<file path="src/hw/ocs_pkg.sv">
package ocs_pkg;

    //////////////////////////////
    // Channels and slot timing
    //////////////////////////////

    // One channel per top-of-rack switch
    localparam int CHANNEL_NUM  = 8;

    // Both in clock cycles
    localparam int CONFIG_DELAY = 234;
    localparam int SLOT_LEN     = 2343;

    // Counter must hold the longer of the two phases
    localparam int SLOT_CNT_W   = $clog2(SLOT_LEN);

    //////////////////////////////
    // Transmit stream
    //////////////////////////////

    localparam int DATA_W       = 64;
    localparam int KEEP_W       = DATA_W / 8;

    // Minimum length frame, 64 bytes
    localparam int FRAME_BEATS  = 8;
    localparam int BEAT_CNT_W   = $clog2(FRAME_BEATS);

    //////////////////////////////
    // Control frame fields
    //////////////////////////////

    localparam logic [47:0] MY_MAC       = 48'h8D_BC_5C_4A_1A_1F;

    // Channel index lands in bits 15:8
    localparam logic [47:0] TOR_MAC_BASE = 48'h8D_BC_5C_4A_00_00;

    // Ethertype of the slot-id frame
    localparam logic [15:0] SLOT_ID_TYPE = 16'hff03;

    // One beat on the transmit stream
    typedef struct packed {
        logic [DATA_W-1:0] tdata;
        logic [KEEP_W-1:0] tkeep;
        logic              tlast;
    } axis_beat_t;

endpackage

</file>
<file path="src/hw/ocs_slot_ctrl.sv">
`timescale 1ns/1ps

module ocs_slot_ctrl (
    input  logic                          i_clk,
    input  logic                          i_rst,

    input  logic [ocs_pkg::CHANNEL_NUM-1:0] i_chnl_ready,

    output logic                          o_slot_start,
    output logic                          o_slot_id
);

    import ocs_pkg::*;

    typedef enum logic [1:0] {
        ST_WAIT_LINK,
        ST_CONFIG,
        ST_SLOT
    } state_t;

    state_t                r_state;
    logic [SLOT_CNT_W-1:0] r_cnt;

    logic                  w_all_ready;
    logic                  w_cfg_done;
    logic                  w_slot_done;

    //////////////////////////////
    // Phase end detection
    //////////////////////////////

    assign w_all_ready = &i_chnl_ready;

    // Last cycle of each phase
    assign w_cfg_done  = (r_cnt == SLOT_CNT_W'(CONFIG_DELAY - 1));
    assign w_slot_done = (r_cnt == SLOT_CNT_W'(SLOT_LEN - 1));

    //////////////////////////////
    // Slot cycle FSM
    //////////////////////////////

    always_ff @(posedge i_clk) begin
        if (i_rst) begin
            r_state      <= ST_WAIT_LINK;
            r_cnt        <= '0;
            o_slot_start <= 1'b0;
            o_slot_id    <= 1'b0;
        end else begin
            o_slot_start <= 1'b0;

            case (r_state)
                // Links only gate the very first start
                ST_WAIT_LINK: begin
                    r_cnt <= '0;
                    if (w_all_ready) begin
                        r_state <= ST_CONFIG;
                    end
                end

                // Switch reconfiguration, new slot announced at the end
                ST_CONFIG: begin
                    if (w_cfg_done) begin
                        r_state      <= ST_SLOT;
                        r_cnt        <= '0;
                        o_slot_start <= 1'b1;
                        o_slot_id    <= ~o_slot_id;
                    end else begin
                        r_cnt <= r_cnt + 1'b1;
                    end
                end

                ST_SLOT: begin
                    if (w_slot_done) begin
                        r_state <= ST_CONFIG;
                        r_cnt   <= '0;
                    end else begin
                        r_cnt <= r_cnt + 1'b1;
                    end
                end

                default: begin
                    r_state <= ST_WAIT_LINK;
                    r_cnt   <= '0;
                end
            endcase
        end
    end

    //////////////////////////////
    // Checks
    //////////////////////////////

    // Start is a single-cycle event
    a_start_one_cycle: assert property (
        @(posedge i_clk) disable iff (i_rst)
        o_slot_start |=> !o_slot_start
    );

endmodule

</file>
<file path="src/hw/ocs_frame_tx.sv">
`timescale 1ns/1ps

module ocs_frame_tx #(
    parameter int CHANNEL_ID = 0
) (
    input  logic                i_clk,
    input  logic                i_rst,

    input  logic                i_slot_start,
    input  logic                i_slot_id,

    output logic                o_tx_valid,
    output ocs_pkg::axis_beat_t o_tx_beat,
    input  logic                i_tx_ready
);

    import ocs_pkg::*;

    logic                  r_busy;
    logic [BEAT_CNT_W-1:0] r_beat_cnt;
    logic                  r_slot_id;

    logic [47:0]           w_tor_mac;
    logic                  w_xfer;
    logic                  w_last_beat;

    // Destination ToR address for this channel
    assign w_tor_mac   = {TOR_MAC_BASE[47:16], 8'(CHANNEL_ID), TOR_MAC_BASE[7:0]};

    assign w_xfer      = r_busy & i_tx_ready;
    assign w_last_beat = (r_beat_cnt == BEAT_CNT_W'(FRAME_BEATS - 1));

    assign o_tx_valid  = r_busy;

    //////////////////////////////
    // Frame sequencing
    //////////////////////////////

    always_ff @(posedge i_clk) begin
        if (i_rst) begin
            r_busy     <= 1'b0;
            r_beat_cnt <= '0;
        end else if (i_slot_start) begin
            r_busy     <= 1'b1;
            r_beat_cnt <= '0;
        end else if (w_xfer) begin
            // Wraps back to beat 0 after the last one
            r_beat_cnt <= r_beat_cnt + 1'b1;
            if (w_last_beat) begin
                r_busy <= 1'b0;
            end
        end
    end

    // Slot id is sampled with the start, toggled on that same edge
    always_ff @(posedge i_clk) begin
        if (i_slot_start) begin
            r_slot_id <= i_slot_id;
        end
    end

    //////////////////////////////
    // Beat contents
    //////////////////////////////

    always_comb begin
        o_tx_beat.tkeep = '1;
        o_tx_beat.tlast = w_last_beat;

        case (r_beat_cnt)
            BEAT_CNT_W'(0): begin
                o_tx_beat.tdata = {w_tor_mac, MY_MAC[47:32]};
            end
            BEAT_CNT_W'(1): begin
                o_tx_beat.tdata = {MY_MAC[31:0], SLOT_ID_TYPE, 15'd0, r_slot_id};
            end
            // Pad to minimum length
            default: begin
                o_tx_beat.tdata = '0;
            end
        endcase
    end

    //////////////////////////////
    // Checks
    //////////////////////////////

    // A stalled beat must not change until it is taken
    a_hold_under_stall: assert property (
        @(posedge i_clk) disable iff (i_rst)
        (o_tx_valid && !i_tx_ready) |=> (o_tx_valid && $stable(o_tx_beat))
    );

    // Previous frame has to be out before the next slot starts
    a_no_start_while_busy: assert property (
        @(posedge i_clk) disable iff (i_rst)
        i_slot_start |-> !r_busy
    );

endmodule

</file>
<file path="src/hw/ocs_controller.sv">
`timescale 1ns/1ps

module ocs_controller (
    input  logic                                         i_clk,
    input  logic                                         i_rst,

    // Link status per ToR
    input  logic [ocs_pkg::CHANNEL_NUM-1:0]              i_chnl_ready,

    output logic                                         o_slot_id,

    // Transmit stream per channel
    output logic [ocs_pkg::CHANNEL_NUM-1:0]              o_tx_valid,
    output ocs_pkg::axis_beat_t [ocs_pkg::CHANNEL_NUM-1:0] o_tx_beat,
    input  logic [ocs_pkg::CHANNEL_NUM-1:0]              i_tx_ready
);

    import ocs_pkg::*;

    logic w_slot_start;
    logic w_slot_id;

    assign o_slot_id = w_slot_id;

    //////////////////////////////
    // Slot timing
    //////////////////////////////

    ocs_slot_ctrl u_slot_ctrl (
        .i_clk        (i_clk),
        .i_rst        (i_rst),
        .i_chnl_ready (i_chnl_ready),
        .o_slot_start (w_slot_start),
        .o_slot_id    (w_slot_id)
    );

    //////////////////////////////
    // Per-channel frame senders
    //////////////////////////////

    // Every channel announces the same slot, only the ToR MAC differs
    for (genvar c = 0; c < CHANNEL_NUM; c++) begin : g_chnl
        ocs_frame_tx #(
            .CHANNEL_ID (c)
        ) u_frame_tx (
            .i_clk        (i_clk),
            .i_rst        (i_rst),
            .i_slot_start (w_slot_start),
            .i_slot_id    (w_slot_id),
            .o_tx_valid   (o_tx_valid[c]),
            .o_tx_beat    (o_tx_beat[c]),
            .i_tx_ready   (i_tx_ready[c])
        );
    end

endmodule

</file>
<file path="config.mk">
export PLATFORM = sky130hd
export DESIGN_NAME = ocs_controller
export DESIGN_NICKNAME = d
export VERILOG_FILES = /design/src/hw/ocs_pkg.sv /design/src/hw/ocs_slot_ctrl.sv /design/src/hw/ocs_frame_tx.sv /design/src/hw/ocs_controller.sv
export SDC_FILE = /design/constraint.sdc
export NUM_CORES = 1
export LEC_CHECK = 0
export BUFFER_PORTS_ARGS = -buffer_cell sky130_fd_sc_hd__buf_2
export CELL_PAD_IN_SITES_DETAIL_PLACEMENT = 2
export CELL_PAD_IN_SITES_GLOBAL_PLACEMENT = 2
export CORE_AREA = 2 2 238 240
export CTS_CLUSTER_DIAMETER = 50
export CTS_CLUSTER_SIZE = 16
export DETAILED_ROUTE_END_ITERATION = 8
export DIE_AREA = 0 0 240 242
export GPL_TIMING_DRIVEN = 1
export PLACE_DENSITY_LB_ADDON = 0.25
export SLEW_MARGIN = 20
export SYNTH_ARGS = -nofsm -noshare
export SYNTH_HDL_FRONTEND = slang
export SYNTH_SLANG_ARGS = --single-unit
</file>
<file path="constraint.sdc">
create_clock -name i_clk -period 4.2 [get_ports i_clk]
set_input_delay 0.63 -clock i_clk [delete_from_list [all_inputs] [get_ports i_clk]]
set_output_delay 0.63 -clock i_clk [all_outputs]
set_load 0.02 [all_outputs]
</file>
==> impl_metrics.env <==
export IMPL_status="completed"
export IMPL_drtPass1Iterations=4
export IMPL_crit_arrival_ps=2150
export IMPL_drive_above_1_share=0.445
export IMPL_rows=87
export IMPL_grt_pass1_wl_um=24500
export IMPL_synth_top_flop_cell="dfxtp_1"
export IMPL_cp_max_fo=17
export IMPL_globalRoute_totalOverflow=0
export IMPL_core_region_area_um2=55700
export IMPL_clock_root_buffer="clkbuf_16"
export IMPL_design_die_area_um2=58100
export IMPL_finalPower_w=0.00115
export IMPL_required_ps=3570
export IMPL_clock_sinks=49
export IMPL_end_kind="output pin"
export IMPL_layout_common_cells="buf_2, conb_1, dfxtp_1, ha_1, nand2_1"
export IMPL_ant_nets=0
export IMPL_worstSetupPathType="reg2out"
export IMPL_slowest_delay_ps=730
export IMPL_multi_input_area_um2=2370
export IMPL_synth_distinct_cells=33
export IMPL_grt_max_degree=25
export IMPL_seqCellArea_um2=991
export IMPL_grt_usage=0.0556
export IMPL_setup_violations=0
export IMPL_syn_area_um2=6830
export IMPL_slew_violations=0
export IMPL_antenna_found_initial=1
export IMPL_worst_pin_slew_ps=948
export IMPL_cts_tree="built"
export IMPL_worst_path_buf_inv=2
export IMPL_first_iter_violations=87
export IMPL_powerDensity_nw_per_um2=177
export IMPL_io_buffers=386
export IMPL_vias_per_cell=2.50
export IMPL_critPathTopFamily="simple AND/OR/NAND/NOR gates"
export IMPL_postCtsResizedCells=0
export IMPL_relSlewSlack=0.364
export IMPL_power_leakage_nw=3.27
export IMPL_layout_nets=977
export IMPL_async_reset_ff_frac=0
export IMPL_routed_wl_um=17900
export IMPL_finalCriticalPeriod_ps=2780
export IMPL_post_cts_buffers=0
export IMPL_grt_pass1_vias=3755
export IMPL_fp_dieH_um=242
export IMPL_finalCritPeriodShare=0.661
export IMPL_synth_cells=867
export IMPL_syn_area_per_cell_um2=7.88
export IMPL_synth_edff_count=1
export IMPL_cts_buffers=5
export IMPL_dp_hpwl_um=14700
export IMPL_nFillCells=6772
export IMPL_place_congestion=0.661
export IMPL_fin_util=0.117
export IMPL_setup_tns_ps=0
export IMPL_insertedDiodeCount=0
export IMPL_avgRoutedWirePerCell_um=10.7
export IMPL_cp_start_kind="flop"
export IMPL_clk_pin_slew_ps=80
export IMPL_final_hold_viol_count=0
export IMPL_clock_path_buffers=2
export IMPL_drv_cap=0
export IMPL_ys_warn_count=0
export IMPL_hold_buffers=0
export IMPL_peakVddDrop_uv=135
export IMPL_clk_latency_ps=320
export IMPL_drc=0
export IMPL_cp_cell_sequence="inv_1, ha_1, nor2b_1, or2_2, buf_2"
export IMPL_ys_seq_elements=49
export IMPL_skew_ps=9.80
export IMPL_initial_core_util=0.123
export IMPL_hp_class="reg2reg"
export IMPL_rsz0062_at_grt="false"
export IMPL_syn_to_final_growth_pct=-4.87
export IMPL_die_w_um=240
export IMPL_htreeDepth=2
export IMPL_slowest_stage="nor2b_1"
export IMPL_synth_seq_area_share=0.145
export IMPL_final_common_cell="buf_2"
export IMPL_io_pins=611
export IMPL_clock_fmax_ghz=0.360
export IMPL_dr_total_vias=4187
## cell type report
| type | count | share of cell area |
|---|---|---|
| multi-input cells | 452 | 0.364 |
| well taps | 756 | 0.146 |
| flip-flops and latches | 49 | 0.152 |
| inverters | 21 | 0.0121 |
| repair buffers | 391 | 0.303 |
| clock buffers | 5 | 0.0193 |
| clock inverters | 3 | 0.00327 |
## Yosys cell counts, types with 7 or more instances
master	count	share of area
a21oi_1	24	0.018
and2_1	10	0.0092
buf_4	560	0.62
clkbuf_1	7	0.0038
dfxtp_1	48	0.14
ha_1	39	0.071
inv_1	21	0.012
nand2_1	34	0.019
nand3_1	20	0.015
nor2_1	32	0.018
nor2b_1	16	0.015
or2_2	8	0.0073
xnor2_1	9	0.012
xor2_1	10	0.013
## power breakdown
part / switching [W] / internal, W / total (W)
combinational: 0.000206 / 0.0000139 / 0.000220
sequential: 0.00000176 / 0.000467 / 0.000469
clock: 0.000235 / 0.000224 / 0.000459
## registers in the layout, summed over array words and instances, names as in the netlist
signal	cells
g_chnl.u_frame_tx.o_tx_valid	8
g_chnl.u_frame_tx.r_beat_cnt	24
g_chnl.u_frame_tx.r_slot_id	1
u_slot_ctrl.o_slot_id	1
u_slot_ctrl.o_slot_start	1
u_slot_ctrl.r_cnt	12
u_slot_ctrl.r_state	2
## metrics by stage
step           instances  setup WS (ps)  cell area [µm²]  hold slack, ps
6_report            1677           1420             6500             481
5_1_grt             1677           1140             6500             519
4_1_cts             1677           1250             6500             491
3_5_place_dp        1669           1650             6350             472
3_3_place_gp        1669           1720             6350             458
2_1_floorplan       1089           1560             7660             432
## kinds of logic after synthesis
group / count (synthesis) / share of synthesized area
XOR/XNOR: 19 / 0.0244
flip-flops: 49 / 0.145
AO/OA/AOI/OAI: 30 / 0.0238
buffers and inverters: 588 / 0.631
multiplexers: 1 / 0.00147
other: 2 / 0.00110
adder cells (fa/ha/maj): 39 / 0.0714
AND/OR/NAND/NOR: 139 / 0.102
## worst paths after layout
check                                                        from                                         endpoint  slack, ps  cells past startpoint
setup / recovery  g_chnl[7].u_frame_tx.r_beat_cnt[1]$_SDFFE_PP0P_                                   o_tx_beat[579]       1420                      5
hold / removal    g_chnl[6].u_frame_tx.r_beat_cnt[1]$_SDFFE_PP0P_  g_chnl[6].u_frame_tx.r_beat_cnt[1]$_SDFFE_PP0P_        480                      2
setup reg to reg                  u_slot_ctrl.r_cnt[0]$_SDFF_PP0_                  u_slot_ctrl.r_cnt[2]$_SDFF_PP0_       1860                      5
hold reg to reg   g_chnl[6].u_frame_tx.r_beat_cnt[1]$_SDFFE_PP0P_  g_chnl[6].u_frame_tx.r_beat_cnt[1]$_SDFFE_PP0P_        480                      2
## worst min-delay path, delay by kind of cell, from the launching register on
kind	cells	cell delay, ps
simple gates	1	60
flops	1	330
compound gates	1	50
## per-layer routing
layer	routed length, µm	vias to the layer above	GRT usage
met5	13	-	0
li1	-	2002	-
met4	212	2	0.0175
met1	6840	1933	0.0613
met2	9370	240	0.102
met3	1460	10	0.0157
No activity file was read; power rests on OpenSTA's default activity.
